## src/source/row_buffer_defs.svh

```systemverilog
`ifndef ROW_BUFFER_DEFS_SVH
`define ROW_BUFFER_DEFS_SVH

////////////////////
// Pixel and memory geometry
////////////////////

// One pixel as stored in a bank
`define PIXEL_WIDTH     18

// Words per bank, low half and high half
`define BANK_DEPTH      1024
`define BANK_ADDR_WIDTH 10

// Column index, one bit narrower than a bank address
`define COL_WIDTH       9

`define NUM_BANKS       4

////////////////////
// Sequencer and output words
////////////////////

`define SEQ_WIDTH       20
`define DATAOUT_WIDTH   72

`endif

```

## src/source/row_buffer_pkg.sv

```systemverilog
`default_nettype none

`include "row_buffer_defs.svh"

package row_buffer_pkg;

    // Write request for one bank
    typedef struct packed {
        logic                        wren;
        logic [`BANK_ADDR_WIDTH-1:0] addr;
        logic [`PIXEL_WIDTH-1:0]     data;
    } bank_wr_t;

    // Read request for one bank
    typedef struct packed {
        logic                        rden;
        logic [`BANK_ADDR_WIDTH-1:0] addr;
    } bank_rd_t;

    ////////////////////
    // Sequencer word views
    ////////////////////

    // Even pair reads half_sel and the full column
    typedef struct packed {
        logic                                 half_sel;
        logic [`COL_WIDTH-1:0]                col_even;
        logic [`SEQ_WIDTH-`COL_WIDTH-2:0]     unused;
    } seq_even_t;

    // Odd pair builds its lsb from parity and col_odd_lsb
    typedef struct packed {
        logic                                 half_sel;
        logic [`SEQ_WIDTH-`COL_WIDTH-3:0]     unused;
        logic [`COL_WIDTH-2:0]                col_odd_hi;
        logic                                 parity;
        logic                                 col_odd_lsb;
    } seq_odd_t;

    typedef union packed {
        seq_even_t even;
        seq_odd_t  odd;
    } seq_word_u;

    // Four read pixels, one lane per bank
    typedef struct packed {
        logic [`PIXEL_WIDTH-1:0] bank3;
        logic [`PIXEL_WIDTH-1:0] bank2;
        logic [`PIXEL_WIDTH-1:0] bank1;
        logic [`PIXEL_WIDTH-1:0] bank0;
    } pixel_quad_t;

endpackage

`default_nettype wire

```

## src/source/window_reader.sv

```systemverilog
`default_nettype none

`include "row_buffer_defs.svh"

module window_reader (
    input  logic                        clk,
    input  logic                        rst,
    input  logic                        active,
    input  logic [1:0]                  gray_code,
    input  row_buffer_pkg::seq_word_u   seq_datain,
    input  logic [`PIXEL_WIDTH-1:0]     bank_dataout [`NUM_BANKS],
    output row_buffer_pkg::bank_rd_t    bank_rd [`NUM_BANKS],
    output row_buffer_pkg::pixel_quad_t pixel_dataout,
    output logic                        dataout_valid
);

    import row_buffer_pkg::*;

    logic [`BANK_ADDR_WIDTH-1:0] even_addr;
    logic [`BANK_ADDR_WIDTH-1:0] odd_addr;
    logic [`BANK_ADDR_WIDTH-1:0] even_addr_q;
    logic [`BANK_ADDR_WIDTH-1:0] odd_addr_q;

    // Bit 0 is the read request stage, bit 1 the RAM output stage
    logic [1:0]                  valid_sr;
    logic [`DATAOUT_WIDTH-1:0]   ram_word;

    ////////////////////
    // Address decode
    ////////////////////

    // gray_code bit 0 flips the even pair half, bit 1 the odd pair half
    assign even_addr = {seq_datain.even.half_sel ^ gray_code[0],
                        seq_datain.even.col_even};

    assign odd_addr  = {seq_datain.odd.half_sel ^ gray_code[1],
                        seq_datain.odd.col_odd_hi,
                        seq_datain.odd.parity | seq_datain.odd.col_odd_lsb};

    always_ff @(posedge clk) begin
        if (active) begin
            even_addr_q <= even_addr;
            odd_addr_q  <= odd_addr;
        end
    end

    // Banks 0 and 2 take the even address, 1 and 3 the odd one
    for (genvar i = 0; i < `NUM_BANKS; i++) begin : g_rd
        assign bank_rd[i].rden = valid_sr[0];
        assign bank_rd[i].addr = (i % 2 == 0) ? even_addr_q : odd_addr_q;
    end

    ////////////////////
    // Valid pipeline
    ////////////////////

    always_ff @(posedge clk) begin
        if (rst) begin
            valid_sr      <= '0;
            dataout_valid <= 1'b0;
        end else begin
            valid_sr      <= {valid_sr[0], active};
            dataout_valid <= valid_sr[1];
        end
    end

    ////////////////////
    // Output register
    ////////////////////

    assign ram_word = {bank_dataout[3], bank_dataout[2],
                       bank_dataout[1], bank_dataout[0]};

    // Only words that came from a real read are captured
    always_ff @(posedge clk) begin
        if (valid_sr[1]) begin
            pixel_dataout <= pixel_quad_t'(ram_word);
        end
    end

endmodule

`default_nettype wire

```

## config.mk

```make
export PLATFORM = sky130hd
export DESIGN_NAME = window_reader
export DESIGN_NICKNAME = d
export VERILOG_FILES = /design/src/source/row_buffer_pkg.sv /design/src/source/window_reader.sv
export VERILOG_INCLUDE_DIRS = /design/src /design/src/source
export SDC_FILE = /design/constraint.sdc
export NUM_CORES = 1
export LEC_CHECK = 0
export BUFFER_PORTS_ARGS = -buffer_cell sky130_fd_sc_hd__buf_2
export CAP_MARGIN = 0
export CORE_ASPECT_RATIO = 0.9
export CORE_MARGIN = 1
export CORE_UTILIZATION = 39
export CTS_CLUSTER_DIAMETER = 200
export DETAILED_ROUTE_END_ITERATION = 10
export PLACE_DENSITY = 0.77
export SYNTH_ARGS = -nofsm -noshare
export SYNTH_HDL_FRONTEND = slang
export SYNTH_SLANG_ARGS = --single-unit
export TNS_END_PERCENT = 50
```

## constraint.sdc

```tcl
create_clock -name clk -period 4.3 [get_ports clk]
set_input_delay 0.43 -clock clk [delete_from_list [all_inputs] [get_ports clk]]
set_output_delay 0.43 -clock clk [all_outputs]
set_load 0.01 [all_outputs]
```

## After elaboration in Yosys (flattened, before gate mapping)

Index checks and enable logic that the tools add are counted.

| storage, ports and cells | value |
|---|---|
| output and inout port bits | 117 |
| word-level logic and storage cells | 11 |
| bits in registers | 95 |
| bits of input ports | 97 |

| cells by class | value |
|---|---|
| bitwise gates (word level) | 3 |

Operators with widths:

| operator | number |
|---|---|
| 1-bit XOR | 2 |
| 1-bit OR | 1 |

## Longest topological paths before layout

| logic depth | value |
|---|---|
| depth in word-level cells | 1 |
| depth in mapped cells | 1 |
| depth with buffers taken out | 1 |

## Least setup slack after synthesis

No wires, ideal clock.

| path | value |
|---|---|
| path type | register to register |
| start point | reg valid_sr[1] |
| end point | reg pixel_dataout[0] (netlist bit) (enable) |
| data arrival time | 1.855 ns |
| setup time | 0.436 ns |
| path slack | 2.008 ns |
| cell stages (with the launch flop) | 1 |
| required time | 3.864 ns |
| path buffers | 0 |
| clock period less this slack | 2.292 ns |
| cell sequence | dfxtp_1 |

RTL lines:

| element | line | source |
|---|---|---|
| start, declared | window_reader.sv:25 | `logic [1:0] valid_sr;` |
| start signal, assigned | window_reader.sv:62 | `valid_sr <= {valid_sr[0], active};` |
| end signal, assigned | window_reader.sv:77 | `pixel_dataout <= pixel_quad_t'(ram_word);` |
| end, declared | window_reader.sv:13 | `output row_buffer_pkg::pixel_quad_t pixel_dataout,` |

No word-level cell between the ends.

## Worst setup path after layout

| path | value |
|---|---|
| start point | reg valid_sr[1] |
| end point | reg pixel_dataout[45] (netlist bit) (enable) |

No word-level cell between the ends.

==> flow_summary.toml <==
[run_status]
status = "finished, final reports clean"

[cells_and_area]
syn2layout_area_growth_pct = 40.1
utilization = 0.565
diodes = 0
final_nets = 422
drive_gt1_frac = 0.697

[worst_setup_path]
cp.arrival_ns = 1.33
required_ns = 4.27
worst-path-max-fanout = 73
worstSetupEndpointType = "flip-flop"
path_class = "flip-flop to flip-flop"
start_kind = "flip-flop"

[sta]
hold_viol = 0
setup_tns_ns = 0
relSlewSlack = 0.394
maxSlewViolCount = 0
rsz0062_at_grt = "no"
skew_ns = 0.0123
fin_crit_sh = 0.316
final.min_clock_period_ns = 1.36
worst_pin_slew_ns = 0.910
setup_viol = 0
hold_slack_ns = 0.246
fmax_ghz = 0.735
worst_slack_ns = 2.94

[yosys]
syn_area_per_cell_sq_um = 24.4
ys.flop_type = "edfxtp_1"
async_reset_ff_frac = 0
synth_nets = 222
synth.most_common_cell = "edfxtp_1"
syn_inst = 125
synth_edf_count = 92
synth_area_sq_mm = 0.00305
ys_top_cells_by_count = "92 x edfxtp_1, 24 x buf_4, 3 x dfxtp_1, 3 x nor2b_1, 2 x xor2_1"
ys_types = 6
yosys_register_bits = 95
ys_warn_count = 0
yosysSeqAreaShare = 0.927
netlist.area_leader.share = 0.907
synth.area.top_cells = "edfxtp_1 91%, buf_4 5.9%, dfxtp_1 2.0%"
yosysTopAreaCell = "edfxtp_1"

[drt]
drc = 0
drt_iter0_markers = 62
viasPerCell = 4.18
routedWlPerCell_um = 14.1
ant_nets = 0
drtPass1Iterations = 4
vias = 1781
routed_wirelength_mm = 6.01

[die]
coreArea_sq_mm = 0.00754
die_area_sq_mm = 0.00817
rows = 30
die_w_um = 95.1
initial_utilization = 0.404
io_pins = 214
die_h_um = 85.8

[placed_design]
numPortBuffers = 213
gp_congestion = 0.705
hpwl_mm = 4.63
preCtsSetupSlack_ns = 2.93

[grt]
grt_usage = 0.140
antenna_found_initial = 0
grt-ovfl-total = 0
grt_pass1_vias = 1701
grt_max_degree = 74
grt_pass1_wl_mm = 8.18

[pwr]
leakage_nw = 1.85
switching_share = 0.220
ir_drop_uv = 255
p_seq_frac = 0.599
comb_power_share = 0.070
p_sw_mw = 0.396
p_int_mw = 1.40
power_frac_clock = 0.331
powerDensity_mw_per_mm2 = 422

[clock_network]
clk_pin_slew_ns = 0.10
cts_tree = "built"
cts_htree_levels = 3
clockRootBuffer = "clkbuf_8"
cts_buffer_depth = 2
clock_sinks = 95
cts_inserted_buffers = 9
ctsHoldBuffers = 0
cts_resized = 0
clk_latency_ns = 0.35
post_cts_buffers = 0

[min_path]
holdCritPathClass = "input pin to flip-flop"

[job]
cap_violations = 0
logic make-up (layout without fill, tap and decap cells):
group                  count (synthesis)  in the layout  synth area share
flip-flops                            95             95             0.927
XOR/XNOR                               2              2           0.00575
AND/OR/NAND/NOR                        4              4           0.00822
buffers and inverters                 24            229            0.0592
power groups by stage:
stage / clock, mW / combinational (mW) / sequential, mW
floorplan: 0 / 0.0349 / 1.12
global placement: 0 / 0.124 / 1.10
detailed placement: 0 / 0.127 / 1.10
CTS: 0.615 / 0.127 / 1.08
global route: 0.647 / 0.134 / 1.08
finish: 0.596 / 0.125 / 1.08
cells in the final DEF (no fill, tap or decap), drive strengths merged:
master and count:
inv 4, edfxtp 92, nor2b 3, or2 1
buf 213, clkinvlp 1, bufinv 1, clkinv 1
xor2 2, dfxtp 3, clkbuf 9
sequential cells by signal, indices dropped and copies added, names as in the netlist:
register	cells
pixel_dataout	72
even_addr_q	10
odd_addr_q	10
valid_sr	2
dataout_valid	1
layout make-up:
type	instances	area (sq um)
Clock buffer	9	124
Multi-Input combinational cell	6	42.5
Timing Repair Buffer	213	1070
Sequential cell	95	2830
Clock inverter	7	86.3
Tap cell	96	120
Fill cell	625	3280
worst paths after layout:
path / cells past startpoint / end / slack (ns) / start
setup / recovery: 0 / pixel_dataout[45] / 2.94 / valid_sr[1]
hold / removal: 1 / pixel_dataout[1] / 0.25 / bank_dataout[55]
setup reg to reg: 0 / pixel_dataout[45] / 2.94 / valid_sr[1]
hold reg to reg: 1 / valid_sr[1] / 0.52 / valid_sr[0]
metrics by stage:
stage	instance area, sq um	power [mW]	instances
4_1_cts	4270	1.82	426
6_report	4270	1.80	426
3_3_place_gp	4060	1.22	410
2_1_floorplan	3050	1.15	125
5_1_grt	4270	1.86	426
3_5_place_dp	4060	1.23	410
per-layer routing:
| layer | up-vias | global-route usage | share of wire |
|---|---|---|---|
| li1 | 851 | - | - |
| met1 | 830 | 0.154 | 0.36 |
| met5 | - | 0 | 0 |
| met3 | 2 | 0.0736 | 0.11 |
| met4 | 0 | 0.0413 | 0.0043 |
| met2 | 98 | 0.235 | 0.53 |
Power figures use the tool's default switching activity.
