### config.mk
export PLATFORM = sky130hd
export DESIGN_NAME = prime_writer
export DESIGN_NICKNAME = d
export VERILOG_FILES = /design/src/source/row_buffer_pkg.sv /design/src/source/prime_writer.sv
export VERILOG_INCLUDE_DIRS = /design/src /design/src/source
export SDC_FILE = /design/constraint.sdc
export NUM_CORES = 1
export LEC_CHECK = 0
export ABC_CLOCK_PERIOD_IN_PS = 2250
export BUFFER_PORTS_ARGS = -buffer_cell sky130_fd_sc_hd__buf_2
export CAP_MARGIN = 40
export CELL_PAD_IN_SITES_DETAIL_PLACEMENT = 1
export CELL_PAD_IN_SITES_GLOBAL_PLACEMENT = 1
export CORE_ASPECT_RATIO = 1.4
export CORE_UTILIZATION = 26
export DETAILED_ROUTE_END_ITERATION = 10
export PLACE_DENSITY = 0.78
export SYNTH_ARGS = -nofsm -noshare
export SYNTH_HDL_FRONTEND = slang
export SYNTH_SLANG_ARGS = --single-unit
export TNS_END_PERCENT = 100
### constraint.sdc
create_clock -name clk -period 2.25 [get_ports clk]
set_clock_uncertainty 0.15 [all_clocks]
set_input_delay 0.225 -clock clk [delete_from_list [all_inputs] [get_ports clk]]
set_output_delay 0.225 -clock clk [all_outputs]
set_load 0.02 [all_outputs]
### src/source/row_buffer_defs.svh
`ifndef ROW_BUFFER_DEFS_SVH
`define ROW_BUFFER_DEFS_SVH

////////////////////
// Pixel and memory geometry
////////////////////

// One pixel as stored in a bank
`define PIXEL_WIDTH     18

// Words per bank, low half and high half
`define BANK_DEPTH      1024
`define BANK_ADDR_WIDTH 10

// Column index, one bit narrower than a bank address
`define COL_WIDTH       9

`define NUM_BANKS       4

////////////////////
// Sequencer and output words
////////////////////

`define SEQ_WIDTH       20
`define DATAOUT_WIDTH   72

`endif

### src/source/row_buffer_pkg.sv
`default_nettype none

`include "row_buffer_defs.svh"

package row_buffer_pkg;

    // Write request for one bank
    typedef struct packed {
        logic                        wren;
        logic [`BANK_ADDR_WIDTH-1:0] addr;
        logic [`PIXEL_WIDTH-1:0]     data;
    } bank_wr_t;

    // Read request for one bank
    typedef struct packed {
        logic                        rden;
        logic [`BANK_ADDR_WIDTH-1:0] addr;
    } bank_rd_t;

    ////////////////////
    // Sequencer word views
    ////////////////////

    // Even pair reads half_sel and the full column
    typedef struct packed {
        logic                                 half_sel;
        logic [`COL_WIDTH-1:0]                col_even;
        logic [`SEQ_WIDTH-`COL_WIDTH-2:0]     unused;
    } seq_even_t;

    // Odd pair builds its lsb from parity and col_odd_lsb
    typedef struct packed {
        logic                                 half_sel;
        logic [`SEQ_WIDTH-`COL_WIDTH-3:0]     unused;
        logic [`COL_WIDTH-2:0]                col_odd_hi;
        logic                                 parity;
        logic                                 col_odd_lsb;
    } seq_odd_t;

    typedef union packed {
        seq_even_t even;
        seq_odd_t  odd;
    } seq_word_u;

    // Four read pixels, one lane per bank
    typedef struct packed {
        logic [`PIXEL_WIDTH-1:0] bank3;
        logic [`PIXEL_WIDTH-1:0] bank2;
        logic [`PIXEL_WIDTH-1:0] bank1;
        logic [`PIXEL_WIDTH-1:0] bank0;
    } pixel_quad_t;

endpackage

`default_nettype wire

### src/source/prime_writer.sv
`default_nettype none

`include "row_buffer_defs.svh"

module prime_writer (
    input  logic                     clk,
    input  logic                     rst,
    input  logic                     prime,
    input  logic                     pixel_valid,
    input  logic [1:0]               input_row,
    input  logic [`COL_WIDTH-1:0]    input_col,
    input  logic [`COL_WIDTH-1:0]    num_input_cols,
    input  logic [`PIXEL_WIDTH-1:0]  pixel_datain,
    output row_buffer_pkg::bank_wr_t bank_wr [`NUM_BANKS]
);

    logic [`NUM_BANKS-1:0]       bank_sel;
    logic                        half_sel;
    logic                        col_ok;
    logic                        accept;

    logic [`NUM_BANKS-1:0]       wren_q;
    logic [`BANK_ADDR_WIDTH-1:0] addr_q;
    logic [`PIXEL_WIDTH-1:0]     data_q;

    ////////////////////
    // Row to bank mapping
    ////////////////////

    always_comb begin
        case (input_row)
            2'd0:    bank_sel = 4'b1111;
            2'd1:    bank_sel = 4'b1010;
            2'd2:    bank_sel = 4'b0101;
            default: bank_sel = 4'b0000;
        endcase
    end

    // Row 0 sits in the low half, rows 1 and 2 in the high half
    assign half_sel = (input_row != 2'd0);
    assign col_ok   = (input_col <= num_input_cols);
    assign accept   = prime && pixel_valid && col_ok;

    ////////////////////
    // Registered request
    ////////////////////

    always_ff @(posedge clk) begin
        if (rst) begin
            wren_q <= '0;
        end else if (accept) begin
            wren_q <= bank_sel;
        end else begin
            wren_q <= '0;
        end
    end

    // Payload follows any priming strobe
    always_ff @(posedge clk) begin
        if (prime && pixel_valid) begin
            addr_q <= {half_sel, input_col};
            data_q <= pixel_datain;
        end
    end

    // Same address and data to every bank, enables differ
    for (genvar i = 0; i < `NUM_BANKS; i++) begin : g_wr
        assign bank_wr[i].wren = wren_q[i];
        assign bank_wr[i].addr = addr_q;
        assign bank_wr[i].data = data_q;
    end

endmodule

`default_nettype wire

After elaboration in Yosys (flattened, before gate mapping)
Index checks and enable logic that the tools add are counted.

Bits in latches: 0. Memory bits (writable): 0. Bits in read-only memories: 0. Register bits: 32. Logic and storage cells: 13. Memories: 0.

Muxes and demuxes: 1. Equality and inequality tests: 2. Divide/modulo/power cells: 0. Bitwise gates (word level): 1. Reductions and logical operators: 5. $add $sub $neg: 0. Shift operators: 0. $lt $le $gt $ge: 1. Multiply operators: 0.

Operators with widths (number): $pmux W4 S3 (1); $le A9 B9 Y1 (1); $eq A2 B1 Y1 const B (1); $eq A2 B2 Y1 const B (1); $logic_and A1 B1 Y1 (2); $logic_not A2 Y1 (1); $reduce_bool A2 Y1 (1); $reduce_or A2 Y1 (1); $not A1 Y1 (1).

Longest topological paths before layout
Depth in word-level cells: 4. Gate-level depth with buffers: 6.

Least setup slack after synthesis
OpenSTA, ideal clock, no wires.

Kind: input -> register. Start: input port prime. End: register wren_q[1]. Required time: 2.030 ns. Arrival: 1.429 ns. Setup slack: 0.601 ns. Stages on the path: 4. Library setup time: 0.070 ns. Cell sequence: and2_1 -> o211a_1 -> nand4_1 -> a21oi_1.

Cells in the longest elaborated chain, start to end: 4.

Ends and longest elaborated chain: from (decl) (line prime_writer.sv:8) `input logic prime,`; $logic_and A1 B1 Y1 (2 in a row) (line prime_writer.sv:42) `assign accept = prime && pixel_valid && col_ok;`; $not A1 Y1 (no line); $reduce_or A2 Y1 (no line); to (signal assigned) (line prime_writer.sv:52) `wren_q <= bank_sel;`; to (decl) (line prime_writer.sv:22) `` logic [`NUM_BANKS-1:0] wren_q; ``.

No other way between the ends. A chain may end at the register's enable or synchronous reset.

Final worst setup path
Start: input port input_col[6]. End: register wren_q[2].

Cells in the longest elaborated chain, start to end: 4.

Ends and longest elaborated chain: from (decl) (line prime_writer.sv:11) `` input logic [`COL_WIDTH-1:0] input_col, ``; $le A9 B9 Y1 (line prime_writer.sv:41) `assign col_ok = (input_col <= num_input_cols);`; $logic_and A1 B1 Y1 (line prime_writer.sv:42); $not A1 Y1 (no line); $reduce_or A2 Y1 (no line).

No other way between the ends.

==> metrics.md <==
| Metric | Value |
|---|---|
| IO Count | between 150 and 200 |
| Crit path buffers/inverters | 2 |
| Post-synth cell types | 17 |
| Avg Cell Area, Syn | 11.7 um^2 |
| Crit-path cells | dlygate4sd3_1 -> buf_2 -> ha_1 -> a211oi_1 -> o211a_1 -> nand4_1 -> a21oi_1 |
| Final Setup Violations | 0 |
| Core area | 0.00661 mm^2 |
| Ant diodes | 0 |
| Die Area | 0.00720 mm^2 |
| DRT iter0 DRCs | 35 |
| Synth area leaders | edfxtp_1 (47%), buf_4 (36%), ha_1 (6.3%), dfxtp_1 (2.2%), inv_1 (1.9%) |
| DPL Wire Length | 3530 um |
| Post-synth top area share | roughly 47% |
| Critical path type | in2reg |
| Syn Inst Count | 152 |
| Post-route clock period utilization | 81.7% |
| P per Cell Area | 632 mW/mm^2 |
| Crit path largest cell delay | 0.54 ns |
| # DRC | 0 |
| Via-to-Cell Ratio | roughly 3.8 |
| Share of cells above drive strength 1 | 63.6% |
| Hold WS | 0.0129 ns |
| Setup crit start kind | primary input |
| First-pass GRT wire length | 6400 um |
| TritonCTS Buffers | 5 |
| GPL Wtd Cong | 0.615 |
| Worst hold-check path type | in2reg |
| PortBufs | ~160 |
| GR Overflow Total | 0 |
| Peak supply drop | 0.189 mV |
| Clock Path Buffers | 2 |
| Crit path max fanout | 2 |
| Row Count | 35 |
| Die width | 72.0 um |
| Syn_nets | 203 |
| DR pass1 iterations | 4 |
| Fin Setup TNS | 0 ns |
| Area growth, synth to finish | 35.3% |
| Final Max Tran Viols | 0 |
| Hold path cells | 1 |
| Initial antenna violation count | 0 |
| Register area share after synthesis | 49.4% |
| Die Ht | between 100 and 150 um |
| Worst Hold Path EP | addr_q[1]$_DFFE_PP_ |
| Largest net degree at the start of global routing | 16 |
| Routed wire per std cell | 12.7 um |
| F_max | 544 MHz |
| LEAKAGE | 0.00122 uW |
| Routed Antenna Nets | 0 |
| GRT Util Overall | 12.1% |
| Max_slew headroom | approximately 82% |
| Worst-Margin Slew | roughly 0.26 ns |
| Final net count | 311 |
| CTS root buf | clkbuf_8 |
| Hold Crit Start | input_col[1] |
| CTS H-tree depth | 2 |
| Postcts setup bufs | 0 |
| Crit path DAT | 1.90 ns |
| Worst endpoint required time | 2.31 ns |
| Vias in the first global route | 1369 |
| Count of final hold-check violations | 0 |
| Cell family with most CP delay | buffers and inverters |
| CP max stage cell | dlygate4sd3_1 |
| Largest area contributor in the netlist | edfxtp_1 |
| Post-CTS resize count | 0 |
| Outcome | finished clean |
| Power Total | ~1500 uW |
| Crit path time final | 1.84 ns |
| Max capacitance violation total | 0 |
| Initial Util | 27.0% |
| Clock sink total | 30 |
| TritonCTS clock tree | yes |
| Worst-path clk slew | 0.06 ns |
| Vias | 1359 |
| RSZ-0062 raised after global routing | false |
| CP endpoint kind | register |
| Ys Warns | 0 |
| Yosys reg bits | 30 |
| Final WL | approximately 4500 um |
| Cell area after synthesis | 0.00178 mm^2 |
## per-layer routing
metal	GRT usage [%]	part of all wire (%)	vias up	routed length [um]
li1	-	-	635	-
met1	9.89	33	638	1460
met2	25.8	60	78	2690
met3	2.71	5.5	8	247
met4	5.73	2.2	0	97
met5	0	0	-	0
## cells by family (layout without fill, tap and decap cells)
logic type	Yosys count	in the layout	share of synthesized area, %
adder cells (fa/ha/maj)	9	9	6.31
AO/OA/AOI/OAI	8	8	3.02
buffers and inverters	95	204	38.1
AND/OR/NAND/NOR	10	10	3.23
flip-flops	30	30	49.4
## how the worst max path moves through the flow
| stage | from | cells after the start | endpoint | slack, ns |
|---|---|---|---|---|
| detailed placement | input_col[6] | 6 | wren_q[2]$_SDFF_PP0_ | 0.67 |
| CTS | input_col[6] | 7 | wren_q[2]$_SDFF_PP0_ | 0.41 |
| global route | input_col[6] | 7 | wren_q[1]$_SDFF_PP0_ | 0.29 |
| global placement | input_col[6] | 6 | wren_q[2]$_SDFF_PP0_ | 0.76 |
| floorplan | prime | 4 | wren_q[1]$_SDFF_PP0_ | 0.60 |
| finish | input_col[6] | 7 | wren_q[2]$_SDFF_PP0_ | 0.41 |
## cell usage in the layout, fill, tap and decap left out
cell type / synthesis / routed
clkbuf_8: 0 / 5
nor2b_1: 1 / 1
or2_2: 1 / 1
dfxtp_1: 2 / 2
a21oi_1: 4 / 4
ha_1: 9 / 9
buf_4: 86 / 2
and2_1: 1 / 1
o21bai_2: 1 / 1
inv_1: 9 / 9
buf_2: 0 / 157
o211a_1: 1 / 1
edfxtp_1: 28 / 28
a211oi_1: 1 / 1
dlygate4sd3_1: 0 / 28
nor2_1: 1 / 1
nor4_1: 1 / 1
nand4_1: 3 / 3
clkbuf_1: 0 / 3
o21ai_0: 1 / 1
nand3_1: 2 / 2
## cell type report
type	instances	area, um^2
multi-input combinational	27	224
timing repair buffer	187	1080
inverter	9	33.8
tap	92	115
sequential	30	881
fill	791	4200
clock buffer	8	80.1
## power by group
part	total, uW	leakage [uW]	switching (uW)	internal [uW]
clock network	410	0.0000395	190	219
logic	433	0.000904	271	163
registers	683	0.000280	30.0	653
## flip-flops by register name (all words and copies together) (netlist names)
signal and flops:
data_q 18, addr_q 10, wren_q 2
## Yosys cell counts
master,count
inv_1,9
nor2_1,1
and2_1,1
nor4_1,1
o21ai_0,1
nor2b_1,1
or2_2,1
edfxtp_1,28
ha_1,9
nand3_1,2
buf_4,86
o211a_1,1
nand4_1,3
a211oi_1,1
dfxtp_1,2
o21bai_2,1
a21oi_1,4
## timing repair
action	4_1_cts	5_1_grt
setup endpoints to repair	0	0
hold buffers	28	0
hold endpoints to repair	28	0
## metrics by stage
stage               instances  util (%)  cell area, um^2  setup slack (ns)
finish                    353      36.5             2410             0.413
CTS                       353      36.5             2410             0.412
floorplan                 152         -             1780             0.601
detailed placement        317      31.1             2050             0.674
global placement          317      31.1             2050             0.759
global route              353      36.5             2410             0.289
Power figures use the tool's default switching activity.
